--- src/hw/tut_pkg.sv ---
//==================================================
// Tutankham video package
// Address map, video timing constants and the
// scalar types shared by the video blocks
//==================================================

`default_nettype none

package tut_pkg;

	// Scalar types
	typedef logic [7:0]  byte_t;
	typedef logic [15:0] bus_addr_t;
	typedef logic [14:0] vram_addr_t;
	typedef logic [8:0]  h_cnt_t;
	typedef logic [7:0]  v_cnt_t;
	typedef logic [3:0]  pal_idx_t;
	typedef logic [4:0]  chan_t;

	//==================================================
	// Video timing
	//==================================================

	// System clocks per pixel
	localparam int PIX_DIV = 8;

	// Horizontal line, in pixels
	localparam int H_TOTAL      = 384;
	localparam int H_ACTIVE     = 256;
	localparam int H_SYNC_START = 296;
	localparam int H_SYNC_END   = 328;

	// Vertical frame, in lines
	localparam int V_TOTAL      = 264;
	localparam int V_ACTIVE     = 224;
	localparam int V_SYNC_START = 240;
	localparam int V_SYNC_END   = 244;

	// Scroll only applies left of this column
	localparam byte_t SCROLL_LIMIT = 8'd192;

	//==================================================
	// Address map
	//==================================================

	// Video RAM is every address with bit 15 clear
	localparam bus_addr_t PAL_BASE    = 16'h8000;
	localparam int        PAL_ENTRIES = 16;
	localparam bus_addr_t SCROLL_ADDR = 16'h8100;
	localparam bus_addr_t LATCH_BASE  = 16'h8200;

	// Main latch bit positions, one address each
	localparam logic [2:0] LATCH_IRQ_EN = 3'd0;
	localparam logic [2:0] LATCH_FLIP_X = 3'd6;
	localparam logic [2:0] LATCH_FLIP_Y = 3'd7;

	// Open bus value for unmapped reads
	localparam byte_t UNMAPPED_DATA = 8'hFF;

	// AXI response code, the slave never errors
	localparam logic [1:0] RESP_OKAY = 2'b00;

endpackage

`default_nettype wire

--- src/hw/tut_scanout.sv ---
//==================================================
// Framebuffer scanout
// Scroll and flip mapping, video RAM fetch, nibble
// select, palette lookup and RGB expansion
//==================================================

`timescale 1ns/1ps
`default_nettype none

module tut_scanout (
	input  wire                 clk_49m,
	input  wire                 reset,
	input  wire                 ce_pix_i,
	input  tut_pkg::h_cnt_t     h_cnt_i,
	input  tut_pkg::v_cnt_t     v_cnt_i,
	input  tut_pkg::byte_t      scroll_i,
	input  wire                 flip_x_i,
	input  wire                 flip_y_i,
	output tut_pkg::vram_addr_t vram_addr_o,
	input  tut_pkg::byte_t      vram_q_i,
	output tut_pkg::pal_idx_t   pal_idx_o,
	input  tut_pkg::byte_t      pal_byte_i,
	output tut_pkg::chan_t      red_o,
	output tut_pkg::chan_t      green_o,
	output tut_pkg::chan_t      blue_o
);
	import tut_pkg::*;

	byte_t eff_x;
	byte_t eff_y;
	byte_t y_flip;
	byte_t y_ofs;
	logic  odd_q;

	//==================================================
	// Coordinate mapping
	//==================================================

	// Columns 256 and up fall in blanking, bit 8 is not needed
	always_comb begin
		eff_x  = h_cnt_i[7:0] ^ {8{flip_x_i}};
		y_flip = v_cnt_i ^ {8{flip_y_i}};
		// Right hand strip stays fixed
		y_ofs  = (eff_x < SCROLL_LIMIT) ? scroll_i : 8'd0;
		eff_y  = y_flip + y_ofs;
	end

	// Tick N, capture the fetch address, RAM answers a clock later
	always_ff @(posedge clk_49m) begin
		if (ce_pix_i) begin
			vram_addr_o <= {eff_y, eff_x[7:1]};
			odd_q       <= eff_x[0];
		end
	end

	// Two pixels per byte, odd column in the high nibble
	assign pal_idx_o = odd_q ? vram_q_i[7:4] : vram_q_i[3:0];

	//==================================================
	// Colour output
	//==================================================

	// Tick N+1, palette byte is BBGGGRRR
	always_ff @(posedge clk_49m) begin
		if (!reset) begin
			red_o   <= '0;
			green_o <= '0;
			blue_o  <= '0;
		end else if (ce_pix_i) begin
			red_o   <= {pal_byte_i[2:0], pal_byte_i[2:1]};
			green_o <= {pal_byte_i[5:3], pal_byte_i[5:4]};
			// Two bits repeated to fill five
			blue_o  <= {pal_byte_i[7:6], pal_byte_i[7:6], pal_byte_i[7]};
		end
	end

endmodule

`default_nettype wire

--- config.mk ---
export PLATFORM = sky130hd
export DESIGN_NAME = tut_scanout
export DESIGN_NICKNAME = d
export VERILOG_FILES = /design/src/hw/tut_pkg.sv /design/src/hw/tut_scanout.sv
export SDC_FILE = /design/constraint.sdc
export NUM_CORES = 1
export LEC_CHECK = 0
export BUFFER_PORTS_ARGS = -buffer_cell sky130_fd_sc_hd__buf_2
export CORE_ASPECT_RATIO = 0.7
export CORE_MARGIN = 2
export CORE_UTILIZATION = 40
export CTS_CLUSTER_DIAMETER = 150
export CTS_CLUSTER_SIZE = 8
export DETAILED_ROUTE_END_ITERATION = 8
export PLACE_DENSITY = 0.72
export SLEW_MARGIN = 20
export SYNTH_ARGS = -nofsm -noshare
export SYNTH_HDL_FRONTEND = slang
export SYNTH_SLANG_ARGS = --single-unit
--- constraint.sdc ---
create_clock -name clk_49m -period 5.7 [get_ports clk_49m]
set_input_delay 1.14 -clock clk_49m [delete_from_list [all_inputs] [get_ports clk_49m]]
set_output_delay 1.14 -clock clk_49m [all_outputs]
set_load 0.005 [all_outputs]
==> impl_metrics.csv <==
group,metric,value,unit
die,start_util,41.07,%
die,core,3446,µm²
worst_setup_path,worstSetupPathType,"in2reg",
clocking,ctsRootBufferMaster,"clkbuf_8",
clocking,cts_setup_buffers,0,
place,io_buffers,78,
global_routing,antenna_found_initial,0,
sta,min_period,3.248,ns
power,switchingPower,0.0001184,W
cells_and_area,layout_common_cells,"78 x buf_2, 16 x xor2_1, 16 x edfxtp_1",
place,gp_congestion,0.7805,
clocking,cts_sinks,24,
global_routing,grt_util_all_layers,12.92,%
worst_setup_path,worst_setup_path_end_kind,"flop",
logic_synthesis,syn_nets,175,
route,via_count,1098,
die,dieWidth,75.09,µm
route,drcViolationCount,0,
sta,tightest_slew,0.5993,ns
clocking,cts.clk_slew.worst_paths,0.08,ns
clocking,cts_max_path_buffers,2,
clocking,ctsHoldBuffers,0,
cells_and_area,stdcell_area,1839,µm²
power,leakagePower,0.9000,nW
worst_setup_path,slowest_stage,"a21oi_1",
clocking,cts_inserted_buffers,3,
power,irDropWorstVdd,0.1046,mV
cells_and_area,drive_above_1_share,45.08,%
logic_synthesis,synth-seq-cells,24,
power,p_per_area,241.9,nW/µm²
place,dp.cells,239,
route,drt-pass1-iter-count,4,
route,drtIter0Drc,38,
clocking,clock_latency,0.26,ns
global_routing,grt_pass1_wl,3.877,mm
die,dieArea,4037,µm²
global_routing,grt_util_met2,22.22,%
route,ant_nets,0,
power,pwr-share-clk,22.5,%
power,p_seq_share,49.3,%
worst_setup_path,critPathBufInv,2,
clocking,h-tree-depth,1,
die,num_io_pins,80,
place,place_area,1794,µm²
cells_and_area,layout_commonest_cell,"buf_2",
sta,finalSetupViolations,0,
outcome,status,"finished clean",
logic_synthesis,syn_inst,121,
global_routing,grt_max_degree,25,
sta,fmax,0.3078,GHz
sta,rsz0062_at_grt,"no",
sta,slew_violations,0,
worst_setup_path,worst_setup_path_start_kind,"input pin",
global_routing,grt_pass1_vias,874,
power,pwr-share-comb,28.1,%
place,dp_hpwl,2.264,mm
flow_run,maxCapViolations,0,
die,die_h,53.77,µm
worst_setup_path,cpLargestDelayFamily,"simple AND/OR/NAND/NOR gates",
power,switching_share,26.62,%
logic_synthesis,avgSynthCellArea,11.70,µm²
route,viasPerCell,4.519,
worst_setup_path,crit_chain,"buf_2 > nor2b_1 > a21oi_1 > and2_1 > ha_1 > inv_1 > fa_1 > nor2b_4 > o31a_1 > or4_1 > nand3_1",
sta,fin_tns_setup,0,ns
sta,slew_headroom,60.05,%
cells_and_area,layoutNonFillerInstCount,243,
worst_setup_path,slowest_delay,0.43,ns
clocking,cts_tree,"done",
global_routing,use_met3,3.558,%
logic_synthesis,synth.distinct_cells,31,
logic_synthesis,yosys_warnings,0,
worst_setup_path,crit_fanout,10,
sta,min_period_over_period,56.99,%
logic_synthesis,ys_seq_area_share,45.27,%
global_routing,grt_overflow,0,
sta,final.setup_skew,0,ns
hold_path,min_path_type,"reg2reg",
power,p_int,0.0003265,W
cells_and_area,antenna_cells,0,
cells_and_area,final_net_count,248,
global_routing,busiest_layer,"met2",
route,wire_per_inst,11.64,µm
logic_synthesis,synth.cell_area,1415,µm²
worst_setup_path,crit_arrival,3.26,ns
worst_setup_path,required,5.71,ns
die,rows,18,
global_routing,grt.met1_usage,16.07,%
cells_and_area,areaGrowthSynthToFinish,29.97,%
clocking,cts_resized,0,
route,drt-total-wl,2.828,mm
sta,hold_viol_final,0,
[synth_stat cells, drive strengths merged]
cell type  instances  area (µm²)
edfxtp            16       480.5
xor2              16       140.1
buf               10       73.82
nor2b             10       70.06
dfxtp              8       160.2
mux2i              8       80.08
ha                 7       87.58
a21oi              6       30.03
and2               6       37.54
inv                6       22.52
xnor2              5       43.79
mux2               4       45.04
nand3              3       15.01
nand2              2       7.510
a211o              1       8.760
a21o               1       7.510
a31oi              1       6.260
and3b              1       8.760
fa                 1       20.02
nand4              1       6.260
nor2               1       3.750
nor3               1       5.000
nor3b              1       18.77
o211ai             1       7.510
o21a               1       7.510
o21ai              1       5.000
o31a               1       8.760
or4                1       7.510
[worst paths after layout]
kind	from	slack [ns]	cells past startpoint	end
max	flip_x_i	2.45	11	vram_addr_o[13]
min	green_o[2]	0.52	2	green_o[2]
max reg2reg	blue_o[2]	5.05	2	blue_o[2]
min reg2reg	green_o[2]	0.52	2	green_o[2]
[worst min-delay path, cell delays in order, from the launching register on]
cell and delay, ns:
dfxtp_1 0.33, mux2i_1 0.06, nor2b_1 0.09
[cell families (layout without fill, tap and decap cells)]
| logic type | count (synthesis) | count (layout) | share of synthesized area (%) |
|---|---|---|---|
| adders and majority gates | 8 | 8 | 7.604 |
| AOI/OAI and AO/OA | 13 | 13 | 5.748 |
| muxes | 12 | 12 | 8.842 |
| xor gates and xnor gates | 21 | 21 | 13.00 |
| and+or+nand+nor | 27 | 27 | 12.73 |
| DFF | 24 | 24 | 45.27 |
| buffers and inverters | 16 | 88 | 6.808 |
[routing by layer]
| metal | vias to the layer above | wire length (µm) | part of all wire [%] |
|---|---|---|---|
| met5 | - | 0 | 0 |
| met4 | 0 | 22 | 0.78 |
| met3 | 2 | 204 | 7.2 |
| met2 | 40 | 1327 | 47 |
| met1 | 501 | 1273 | 45 |
| li1 | 555 | - | - |
[through the flow]
stage	setup slack, ns	utilization (%)	hold slack (ns)	total power, W
detailed placement	2.125	52.07	0.5012	0.0003503
CTS	2.404	53.38	0.5247	0.0004527
finish	2.452	53.38	0.5225	0.0004449
global placement	2.168	52.07	0.4931	0.0003468
global route	2.221	53.38	0.5589	0.0004720
floorplan	2.582	-	0.5073	0.0002996
[state kept, by name, indices dropped and copies added, names as in the netlist]
signal,flops
green_o,3
vram_addr_o,15
red_o,3
odd_q,1
blue_o,2
[power groups by stage]
stage               sequential (W)  clock, W  combinational, W
global placement          0.000223         0          0.000124
detailed placement        0.000224         0          0.000127
CTS                       0.000220  0.000106          0.000127
floorplan                 0.000227         0         0.0000724
finish                    0.000220  0.000100          0.000125
global route              0.000222  0.000110          0.000140
[final cells by class]
cell class / count / area [µm²]
clock buffer: 3 / 41.29
clock inverter: 1 / 3.754
inverter: 6 / 22.52
sequential: 24 / 640.6
fill: 325 / 1607
timing repair buffer: 78 / 390.4
multi-input combinational: 81 / 678.2
tap: 50 / 62.56
Power figures use the tool's default switching activity.
