$ cat config.mk
export PLATFORM = sky130hd
export DESIGN_NAME = tut_video_timing
export DESIGN_NICKNAME = d
export VERILOG_FILES = /design/src/hw/tut_pkg.sv /design/src/hw/tut_video_timing.sv
export SDC_FILE = /design/constraint.sdc
export NUM_CORES = 1
export LEC_CHECK = 0
export BUFFER_PORTS_ARGS = -buffer_cell sky130_fd_sc_hd__buf_2
export CAP_MARGIN = 20
export CORE_MARGIN = 1
export CORE_UTILIZATION = 53
export CTS_BUF_LIST = sky130_fd_sc_hd__clkbuf_4
export CTS_CLUSTER_SIZE = 40
export DETAILED_ROUTE_END_ITERATION = 6
export PLACE_DENSITY = 0.9
export REMOVE_ABC_BUFFERS = 1
export SLEW_MARGIN = 20
export SYNTH_ARGS = -nofsm -noshare
export SYNTH_HDL_FRONTEND = slang
export SYNTH_SLANG_ARGS = --single-unit
$ cat constraint.sdc
create_clock -name clk_49m -period 2 [get_ports clk_49m]
set_clock_uncertainty 0.15 [all_clocks]
set_input_delay 0.3 -clock clk_49m [delete_from_list [all_inputs] [get_ports clk_49m]]
set_output_delay 0.3 -clock clk_49m [all_outputs]
set_load 0.05 [all_outputs]
$ cat src/hw/tut_pkg.sv
//==================================================
// Tutankham video package
// Address map, video timing constants and the
// scalar types shared by the video blocks
//==================================================

`default_nettype none

package tut_pkg;

	// Scalar types
	typedef logic [7:0]  byte_t;
	typedef logic [15:0] bus_addr_t;
	typedef logic [14:0] vram_addr_t;
	typedef logic [8:0]  h_cnt_t;
	typedef logic [7:0]  v_cnt_t;
	typedef logic [3:0]  pal_idx_t;
	typedef logic [4:0]  chan_t;

	//==================================================
	// Video timing
	//==================================================

	// System clocks per pixel
	localparam int PIX_DIV = 8;

	// Horizontal line, in pixels
	localparam int H_TOTAL      = 384;
	localparam int H_ACTIVE     = 256;
	localparam int H_SYNC_START = 296;
	localparam int H_SYNC_END   = 328;

	// Vertical frame, in lines
	localparam int V_TOTAL      = 264;
	localparam int V_ACTIVE     = 224;
	localparam int V_SYNC_START = 240;
	localparam int V_SYNC_END   = 244;

	// Scroll only applies left of this column
	localparam byte_t SCROLL_LIMIT = 8'd192;

	//==================================================
	// Address map
	//==================================================

	// Video RAM is every address with bit 15 clear
	localparam bus_addr_t PAL_BASE    = 16'h8000;
	localparam int        PAL_ENTRIES = 16;
	localparam bus_addr_t SCROLL_ADDR = 16'h8100;
	localparam bus_addr_t LATCH_BASE  = 16'h8200;

	// Main latch bit positions, one address each
	localparam logic [2:0] LATCH_IRQ_EN = 3'd0;
	localparam logic [2:0] LATCH_FLIP_X = 3'd6;
	localparam logic [2:0] LATCH_FLIP_Y = 3'd7;

	// Open bus value for unmapped reads
	localparam byte_t UNMAPPED_DATA = 8'hFF;

	// AXI response code, the slave never errors
	localparam logic [1:0] RESP_OKAY = 2'b00;

endpackage

`default_nettype wire

$ cat src/hw/tut_video_timing.sv
//==================================================
// Video timing generator
// Pixel enable, H/V counters, sync, blank and the
// vblank start pulse for the interrupt logic
//==================================================

`timescale 1ns/1ps
`default_nettype none

module tut_video_timing (
	input  wire                clk_49m,
	input  wire                reset,
	output logic               ce_pix_o,
	output logic               hblank_o,
	output logic               vblank_o,
	output logic               hsync_n_o,
	output logic               vsync_n_o,
	output logic               vblank_start_o,
	output tut_pkg::h_cnt_t    h_cnt_o,
	output tut_pkg::v_cnt_t    v_cnt_o
);
	import tut_pkg::*;

	logic [2:0] div_q;
	h_cnt_t     h_q;
	h_cnt_t     h_nxt;
	// Nine bits, the frame is taller than 256 lines
	logic [8:0] v_q;
	logic [8:0] v_nxt;

	// Pixel enable on the last clock of each divider period
	always_ff @(posedge clk_49m) begin
		if (!reset)
			div_q <= '0;
		else
			div_q <= div_q + 3'd1;
	end

	assign ce_pix_o = (div_q == 3'(PIX_DIV - 1));

	// Counter values after the coming pixel tick
	always_comb begin
		h_nxt = h_q + 9'd1;
		v_nxt = v_q;
		if (h_q == h_cnt_t'(H_TOTAL - 1)) begin
			h_nxt = '0;
			if (v_q == 9'(V_TOTAL - 1))
				v_nxt = '0;
			else
				v_nxt = v_q + 9'd1;
		end
	end

	//==================================================
	// Counters and registered compares
	//==================================================

	// Compares use the next values so that flags line up with the counters
	always_ff @(posedge clk_49m) begin
		if (!reset) begin
			h_q       <= '0;
			v_q       <= '0;
			hblank_o  <= 1'b0;
			vblank_o  <= 1'b0;
			hsync_n_o <= 1'b1;
			vsync_n_o <= 1'b1;
		end else if (ce_pix_o) begin
			h_q       <= h_nxt;
			v_q       <= v_nxt;
			hblank_o  <= (h_nxt >= h_cnt_t'(H_ACTIVE));
			vblank_o  <= (v_nxt >= 9'(V_ACTIVE));
			hsync_n_o <= !(h_nxt >= h_cnt_t'(H_SYNC_START) && h_nxt < h_cnt_t'(H_SYNC_END));
			vsync_n_o <= !(v_nxt >= 9'(V_SYNC_START) && v_nxt < 9'(V_SYNC_END));
		end
	end

	// One clock pulse as the first blank line begins
	always_ff @(posedge clk_49m) begin
		if (!reset)
			vblank_start_o <= 1'b0;
		else
			vblank_start_o <= ce_pix_o && (h_nxt == '0) && (v_nxt == 9'(V_ACTIVE));
	end

	assign h_cnt_o = h_q;
	// Lines 256 and up alias onto 0..7, all inside blanking
	assign v_cnt_o = v_q[7:0];

endmodule

`default_nettype wire

==> qor.yml, run 1 <==
drt_iter0_markers: 105
ant_nets: 0
hold_class: "input pin to flip-flop"
io_pins: 25
start_util_pct: 56.59
cap_violations: 0
cts_hold_buf: 0
fin_crit_ns: 1.962
critPathArrivalTime_ns: 2.06
cp_max_fo: 7
cts_num_sinks: 25
synth_area_leaders: "dfxtp_1, buf_4, nand2_1, o21ai_0, nor2b_1"
worst_slack_ns: 0.03779
synth-edff-count: 0
clk_pin_slew_ns: 0.14
die_y_um: 59.33
seq_area_frac_synth_pct: 28.74
final_common_cell: "buf_4"
grt_first_pass_wirelength_mm: 6.934
grt_antenna_before_repair: 0
drive_above_1_share_pct: 34.82
fp-row-count: 20
layout_common_cells: "buf_4, buf_2, dfxtp_1"
setup-violations-final: 0
cp-start-kind: "flip-flop"
worst_slew_pin_slew_ns: 0.3757
finalSetupTns_ns: 0
grt_overflow: 0
synth_top_cell_by_area: "dfxtp_1"
grt_usage_pct: 26.06
syn_area_per_cell_sq_um: 8.026
portBuffers: 24
required_ns: 2.10
vias: 1745
synth_cell_types: 51
hpwl_mm: 2.911
slew_headroom_pct: 74.69
rsz0062_at_grt: "true"
p_per_area_nw_per_um2: 375.4
cts_buffer_depth: 2
layout.nets: 254
die_x_um: 59.33
root_buffer: "clkbuf_4"
gp_congestion: 0.9124
synthFlopType: "dfxtp_1"
pre_cts_slack_ns: -0.01398
netlist_instances: 217
cp-end-kind: "flip-flop"
fmax_mhz: 509.6
yosysWarnings: 0
slew_viol_final: 0
synth.top_cell.area_share_pct: 28.74
ir_drop_mv: 0.4084
numCtsBuffers: 3
via_per_inst: 5.997
htreeDepth: 1
diodes: 0
ys_ff_latch: 25
drt-pass1-iter-count: 4
grt_max_degree: 18
dieArea_sq_um: 3519
wl_per_cell_um: 15.52
p_leak_nw: 0.8331
path_class: "flip-flop to flip-flop"
area_growth_pct: 21.26
clk_latency_ns: 0.34
first_global_vias: 1575
synth_area_sq_um: 1742
async_flop_share_pct: 0
drc: 0
worst_hold_slack_ns: 0.1600
status: "complete, no violations"
cts_tree: "yes"
coreArea_sq_um: 3078
drt-total-wl_mm: 4.515
period_share_pct: 98.11
hold_violations: 0
## final timing paths
| path | startpoint | endpoint | slack [ns] | depth (start not counted) |
|---|---|---|---|---|
| worst max-delay path | h_cnt_o[0]$_SDFFE_PN0P_ | vblank_start_o$_SDFF_PN0_ | 0.04 | 7 |
| worst min-delay path | reset | v_q[8]$_SDFFE_PN0P_ | 0.16 | 3 |
| worst max register to register | h_cnt_o[0]$_SDFFE_PN0P_ | vblank_start_o$_SDFF_PN0_ | 0.04 | 7 |
| worst min register to register | div_q[0]$_SDFF_PN0_ | div_q[0]$_SDFF_PN0_ | 0.30 | 1 |
## flip-flops by register name, indices dropped and copies added, names as in the netlist
register	count
hsync_n_o	1
vsync_n_o	1
vblank_start_o	1
hblank_o	1
div_q	3
h_cnt_o	8
vblank_o	1
v_q	9
## stage by stage
step           power, mW  instance area [sq um]  util [%]  cells
2_1_floorplan     0.5301                   1577         -    189
3_3_place_gp      0.5412                   1947     63.25    283
3_5_place_dp      0.5422                   1947     63.25    283
4_1_cts           0.8017                   1991     64.67    288
5_1_grt           0.8265                   2112     68.62    291
6_report          0.7929                   2112     68.62    291
## worst max-delay path, stage by stage, from the launching register on
cell and delay (ns):
dfxtp_2 0.38, ha_4 0.14, buf_6 0.11, nand4b_1 0.21, buf_4 0.24, o41ai_2 0.34
a21oi_2 0.08, and4b_1 0.21
## cells in the mapped netlist, types with 4 or more instances
library cell,number
nor2_1,13
nor2b_1,9
clkbuf_1,12
xnor2_1,6
o21ai_0,13
buf_4,9
ha_1,4
nand2_1,18
inv_1,4
nand3_1,7
a21boi_0,6
and2_1,7
dfxtp_1,25
a21oi_1,8
nor3_1,6
## cells by family after synthesis
| kind of cell | after synthesis | synth area share [%] |
|---|---|---|
| flip-flops | 25 | 28.74 |
| buffers and inverters | 32 | 10.34 |
| AND/OR/NAND/NOR | 90 | 30.53 |
| multiplexers | 2 | 1.149 |
| XOR/XNOR | 9 | 4.526 |
| adder cells (fa/ha/maj) | 4 | 2.874 |
| AO/OA/AOI/OAI | 55 | 21.84 |
## cell type report
class / instances / area [sq um]
clock buffers: 4 / 30.03
fillers: 269 / 965.9
inverters: 4 / 15.01
multi-input cells: 160 / 1147
flip-flops and latches: 25 / 509.2
well taps: 44 / 55.05
repair buffers: 54 / 355.3
## timing repair
action	in CTS	in global routing
setup buffers	1	3
endpoints found under the hold margin	0	0
pin swaps	3	7
resized for setup	4	21
setup endpoints to repair	2	11
## where the power goes
group	internal [mW]	switching (mW)	leakage (nW)	total [mW]
clock network	0.0922	0.169	0.0184	0.261
logic	0.0128	0.0146	0.610	0.0274
registers	0.502	0.00241	0.205	0.505
total	0.607	0.186	0.833	0.793
## metal layers
layer | GRT usage (%) | vias up | wire, um
met1 | 31.54 | 824 | 1891
met4 | 8.844 | 0 | 114
li1 | - | 837 | -
met3 | 5.240 | 13 | 246
met2 | 45.59 | 71 | 2262
met5 | 0 | - | 0
No activity file was read; power rests on OpenSTA's default activity.
==> inputs of run 2 (changes only) <==
--- a/config.mk
+++ b/config.mk
@@ -8,11 +8,11 @@
 export BUFFER_PORTS_ARGS = -buffer_cell sky130_fd_sc_hd__buf_2
 export CAP_MARGIN = 20
 export CORE_MARGIN = 1
-export CORE_UTILIZATION = 53
+export CORE_UTILIZATION = 45
 export CTS_BUF_LIST = sky130_fd_sc_hd__clkbuf_4
 export CTS_CLUSTER_SIZE = 40
 export DETAILED_ROUTE_END_ITERATION = 6
-export PLACE_DENSITY = 0.9
+export PLACE_DENSITY = 0.77
 export REMOVE_ABC_BUFFERS = 1
 export SLEW_MARGIN = 20
 export SYNTH_ARGS = -nofsm -noshare
==> constraint.sdc (replaced) <==
create_clock -name clk_49m -period 2.35 [get_ports clk_49m]
set_clock_uncertainty 0.15 [all_clocks]
set_input_delay 0.3525 -clock clk_49m [delete_from_list [all_inputs] [get_ports clk_49m]]
set_output_delay 0.3525 -clock clk_49m [all_outputs]
set_load 0.05 [all_outputs]
==> qor.yml, run 2 (same netlist as run 1, synthesis figures left out) <==
status: "complete, no violations"
grt_antenna_before_repair: 0  # unchanged
first_global_vias: 1411  # -10%
fin_crit_ns: 2.184  # +0.2223 ns
drc: 0  # unchanged
cts_num_sinks: 25  # unchanged
hpwl_mm: 2.668  # -8.4%
cp-end-kind: "flip-flop"
portBuffers: 24  # unchanged
slew_headroom_pct: 71.85  # -2.8 points
worst_slack_ns: 0.1655  # +0.1277 ns
hold_violations: 0  # unchanged
dpl_cell_area_sq_um: 1832  # -5.9%
cp-start-kind: "flip-flop"
worst_hold_slack_ns: 0.2396  # +0.07960 ns
critPathArrivalTime_ns: 2.33  # +0.27 ns
coreArea_sq_um: 3689  # +20%
fmax_mhz: 457.8  # -10%
crit_slowest_cell: "dfxtp_1"
cap_violations: 0  # unchanged
cts_buffer_depth: 2  # unchanged
hold_class: "input pin to flip-flop"
diodes: 0  # unchanged
p_leak_nw: 0.7220  # -13%
io_pins: 25  # unchanged
drive_above_1_share_pct: 21.93  # -13 points
grt_max_degree: 27  # +9
place_inst: 271  # -4.2%
dieArea_sq_um: 4123  # +17%
top_register: "v_q"
pre_cts_slack_ns: 0.1137  # +0.1277 ns
die_y_um: 64.21  # +8.2%
p_total_uw: 656.1  # -17%
slew_viol_final: 0  # unchanged
critPathBufInv: 0  # -2
ant_nets: 0  # unchanged
cp_max_fo: 8  # +1
clk_pin_slew_ns: 0.15  # about the same
rsz0062_at_grt: "false"
stdcell_count: 276  # -5.2%
gp_congestion: 0.8110  # -11%
area_growth_pct: 7.472
final_common_cell: "dfxtp_1"
grt_usage_pct: 19.36  # -6.7 points
via_per_inst: 5.685  # -5.2%
numCtsBuffers: 3  # unchanged
start_util_pct: 47.22  # -9.4 points
layout.nets: 235  # -7.5%
required_ns: 2.50  # +0.40 ns
die_x_um: 64.21  # +8.2%
cp_cell_sequence: "ha_2 -> and3_1 -> and3_4 -> or3_1 -> a2111oi_2 -> and4b_1"
wl_per_cell_um: 13.71  # -12%
ir_drop_mv: 0.2222  # -46%
worst_slew_pin_slew_ns: 0.4217  # +0.04603 ns
vias: 1569  # -10%
fp-row-count: 22  # +10%
cts_tree: "yes"
p_per_area_nw_per_um2: 350.5  # -6.6%
clk_latency_ns: 0.34  # about the same
cts_hold_buf: 0  # unchanged
htreeDepth: 1  # unchanged
drt-pass1-iter-count: 4  # unchanged
path_class: "flip-flop to flip-flop"
final_cell_area_sq_um: 1872  # -11%
setup-violations-final: 0  # unchanged
slowest_delay_ns: 0.38  # about the same
cp_top_family: "simple AND/OR/NAND/NOR gates"
drt-total-wl_mm: 3.784  # -16%
largest_reg_flops: 9  # unchanged
grt_first_pass_wirelength_mm: 6.382  # -8.0%
grt_overflow: 0  # unchanged
period_share_pct: 92.96  # -5.2 points
root_buffer: "clkbuf_4"
layout_common_cells: "dfxtp_1, buf_2, nand2_1"
drt_iter0_markers: 95  # -9.5%
==> run 2: power by group <==
group	switching [mW]	leakage (nW)	internal [mW]	total, mW
clock network	0.142	0.0177	0.0641	0.206
registers	0.00204	0.202	0.429	0.431
logic	0.0109	0.502	0.00883	0.0197
total	0.155	0.722	0.502	0.656
==> run 2: metal layers <==
layer	share of wire (%)	track usage (%)
met1	48	23.74
met2	47	33.38
met3	4.1	3.929
met4	0.55	6.667
met5	0	0
==> run 2: area by class of cell <==
type / count / area, sq um
Fill cell: 384 / 1817
Timing Repair Buffer: 35 / 202.7
Clock buffer: 3 / 22.52
Clock inverter: 1 / 5.005
Multi-Input combinational cell: 160 / 1066
Sequential cell: 25 / 500.5
Tap cell: 48 / 60.06
Inverter: 4 / 15.01
==> run 2: path summary, 6_finish.rpt <==
check | startpoint | to | slack (ns) | cells past startpoint
setup / recovery | h_cnt_o[1]$_SDFFE_PN0P_ | vblank_start_o$_SDFF_PN0_ | 0.17 | 6
hold / removal | reset | hsync_n_o$_SDFFE_PN1P_ | 0.24 | 2
setup reg to reg | h_cnt_o[1]$_SDFFE_PN0P_ | vblank_start_o$_SDFF_PN0_ | 0.17 | 6
hold reg to reg | div_q[0]$_SDFF_PN0_ | div_q[0]$_SDFF_PN0_ | 0.30 | 1
==> run 2: timing repair <==
item / CTS / global route
setup endpoints to repair: 0 / 7
endpoints found under the hold margin: 0 / 0
setup buffers: 0 / 1
resized for setup: 0 / 2
==> run 2: per-stage QoR <==
| step | util (%) | setup TNS (ns) |
|---|---|---|
| 2_1_floorplan | - | -1.676 |
| 3_3_place_gp | 49.66 | 0 |
| 3_5_place_dp | 49.66 | 0 |
| 4_1_cts | 50.41 | 0 |
| 5_1_grt | 50.75 | 0 |
| 6_report | 50.75 | 0 |
==> inputs of run 3 (changes only) <==
--- a/config.mk
+++ b/config.mk
@@ -12,9 +12,9 @@
 export CTS_BUF_LIST = sky130_fd_sc_hd__clkbuf_4
 export CTS_CLUSTER_SIZE = 40
 export DETAILED_ROUTE_END_ITERATION = 6
+export MAX_ROUTING_LAYER = met4
 export PLACE_DENSITY = 0.77
 export REMOVE_ABC_BUFFERS = 1
-export SLEW_MARGIN = 20
 export SYNTH_ARGS = -nofsm -noshare
 export SYNTH_HDL_FRONTEND = slang
 export SYNTH_SLANG_ARGS = --single-unit
==> qor.yml, run 3 (same netlist as run 1, synthesis figures left out) <==
status: "complete, no violations"
layout_common_cells: "dfxtp_1, buf_2, nand2_1"
fin_crit_ns: 2.193  # +0.008289 ns
setup-violations-final: 0  # unchanged
pre_cts_slack_ns: 0.1137  # unchanged
path_class: "flip-flop to flip-flop"
slew_viol_final: 0  # unchanged
cap_violations: 0  # unchanged
fp-row-count: 22  # unchanged
cp-end-kind: "flip-flop"
clk_latency_ns: 0.33  # about the same
vias: 1562  # -0.45%
cp_top_family: "simple AND/OR/NAND/NOR gates"
seq_power_share_pct: 65.9  # +0.3 points
period_share_pct: 93.31  # +0.35 points
ant_nets: 0  # unchanged
p_leak_nw: 0.7220  # unchanged
crit_slowest_cell: "dfxtp_1"
largest_reg_flops: 9  # unchanged
root_buffer: "clkbuf_4"
stdcell_count: 276  # unchanged
coreArea_sq_um: 3689  # unchanged
p_sw_uw: 151.7  # -1.9%
dpl_cell_area_sq_um: 1832  # unchanged
cts_tree: "yes"
critPathBufInv: 0  # unchanged
cts_hold_buf: 0  # unchanged
combPwrFrac_pct: 3.1  # about the same
worst_slack_ns: 0.1572  # -0.008289 ns
top_layer: "met4"
final_common_cell: "dfxtp_1"
numCtsBuffers: 3  # unchanged
grt_first_pass_wirelength_mm: 6.375  # -0.11%
routed-wl-met3_um: 128  # -18%
final_cell_area_sq_um: 1872  # unchanged
slowest_delay_ns: 0.38  # about the same
worst_slew_pin_slew_ns: 0.4215  # -0.0002494 ns
first_global_vias: 1411  # unchanged
ir_drop_mv: 0.2223  # about the same
start_util_pct: 47.22  # unchanged
critPathArrivalTime_ns: 2.33  # about the same
p_int_uw: 501.4  # about the same
p_per_area_nw_per_um2: 348.9  # -0.46%
fmax_mhz: 456.0  # -0.38%
drt_iter0_markers: 95  # unchanged
cp_max_fo: 8  # unchanged
via_per_inst: 5.659  # -0.45%
rsz0062_at_grt: "false"
grt_antenna_before_repair: 0  # unchanged
sw_frac_of_total_pct: 23.23  # -0.33 points
diodes: 0  # unchanged
hpwl_mm: 2.668  # unchanged
dieArea_sq_um: 4123  # unchanged
hold_class: "input pin to flip-flop"
top_register: "v_q"
cts_num_sinks: 25  # unchanged
drt-total-wl_mm: 3.816  # +0.85%
grt_overflow: 0  # unchanged
drc: 0  # unchanged
clk_pin_slew_ns: 0.15  # about the same
cts_buffer_depth: 2  # unchanged
die_y_um: 64.21  # unchanged
required_ns: 2.49  # about the same
m1WireLength_mm: 1.856  # +2.1%
grt_usage_pct: 19.90  # +0.54 points
wl_per_cell_um: 13.83  # +0.85%
portBuffers: 24  # unchanged
slew_headroom_pct: 71.86  # about the same
cp_cell_sequence: "ha_2 -> and3_1 -> and3_4 -> or3_1 -> a2111oi_2 -> and4b_1"
place_inst: 271  # unchanged
die_x_um: 64.21  # unchanged
fillers: 384  # unchanged
layout.nets: 235  # unchanged
grt_max_degree: 27  # unchanged
drt-pass1-iter-count: 4  # unchanged
wl_met2_mm: 1.810  # +1.2%
cp-start-kind: "flip-flop"
area_growth_pct: 7.472  # unchanged
htreeDepth: 1  # unchanged
gp_congestion: 0.8229  # +1.5%
drive_above_1_share_pct: 21.93  # unchanged
hold_violations: 0  # unchanged
clkPwrFrac_pct: 31.0  # -0.4 points
io_pins: 25  # unchanged
run 3: cell counts in the layout (fill, tap and decap cells not counted):
No cell type changed its count.
run 3: final timing paths:
| kind | from | endpoint | slack [ns] | cells past startpoint |
|---|---|---|---|---|
| worst max-delay path | h_cnt_o[1]$_SDFFE_PN0P_ | vblank_start_o$_SDFF_PN0_ | 0.16 | 6 |
| worst min-delay path | reset | hsync_n_o$_SDFFE_PN1P_ | 0.26 | 2 |
| worst max register to register | h_cnt_o[1]$_SDFFE_PN0P_ | vblank_start_o$_SDFF_PN0_ | 0.16 | 6 |
| worst min register to register | div_q[0]$_SDFF_PN0_ | div_q[0]$_SDFF_PN0_ | 0.30 | 1 |
run 3: repair_timing:
item                                    in CTS  in global routing
setup buffers                                0                  1
endpoints found under the setup margin       0                  7
gates resized for setup                      0                  2
run 3: power by group through the flow:
stage	Clock [mW]	Combinational, mW	Sequential (mW)
6_report	0.202	0.0201	0.431
5_1_grt	0.228	0.0234	0.431
4_1_cts	0.219	0.0202	0.431
3_5_place_dp	0	0.0203	0.440
3_3_place_gp	0	0.0198	0.440
2_1_floorplan	0	0.0109	0.440
run 3: metrics by stage:
step | power [mW] | hold WS, ns | setup TNS (ns) | utilization (%)
floorplan | 0.4511 | 0.2484 | -1.676 | -
global placement | 0.4593 | 0.2641 | 0 | 49.66
detailed placement | 0.4600 | 0.2681 | 0 | 49.66
CTS | 0.6696 | 0.2434 | 0 | 50.41
global route | 0.6826 | 0.2882 | 0 | 50.75
finish | 0.6531 | 0.2600 | 0 | 50.75
run 3: area by class of cell:
type                            count  area (sq um)  area share (%)
Multi-Input combinational cell    160          1066           56.95
Sequential cell                    25         500.5           26.74
Timing Repair Buffer               35         202.7           10.83
Tap cell                           48         60.06           3.209
Clock buffer                        3         22.52           1.203
Inverter                            4         15.01          0.8021
Clock inverter                      1         5.005          0.2674
run 3: layer usage:
layer / GRT usage [%] / vias up
li1: - / 802
met1: 23.74 / 730
met2: 33.38 / 28
met3: 3.929 / 2
met4: 6.667 / 0
met5: - / -
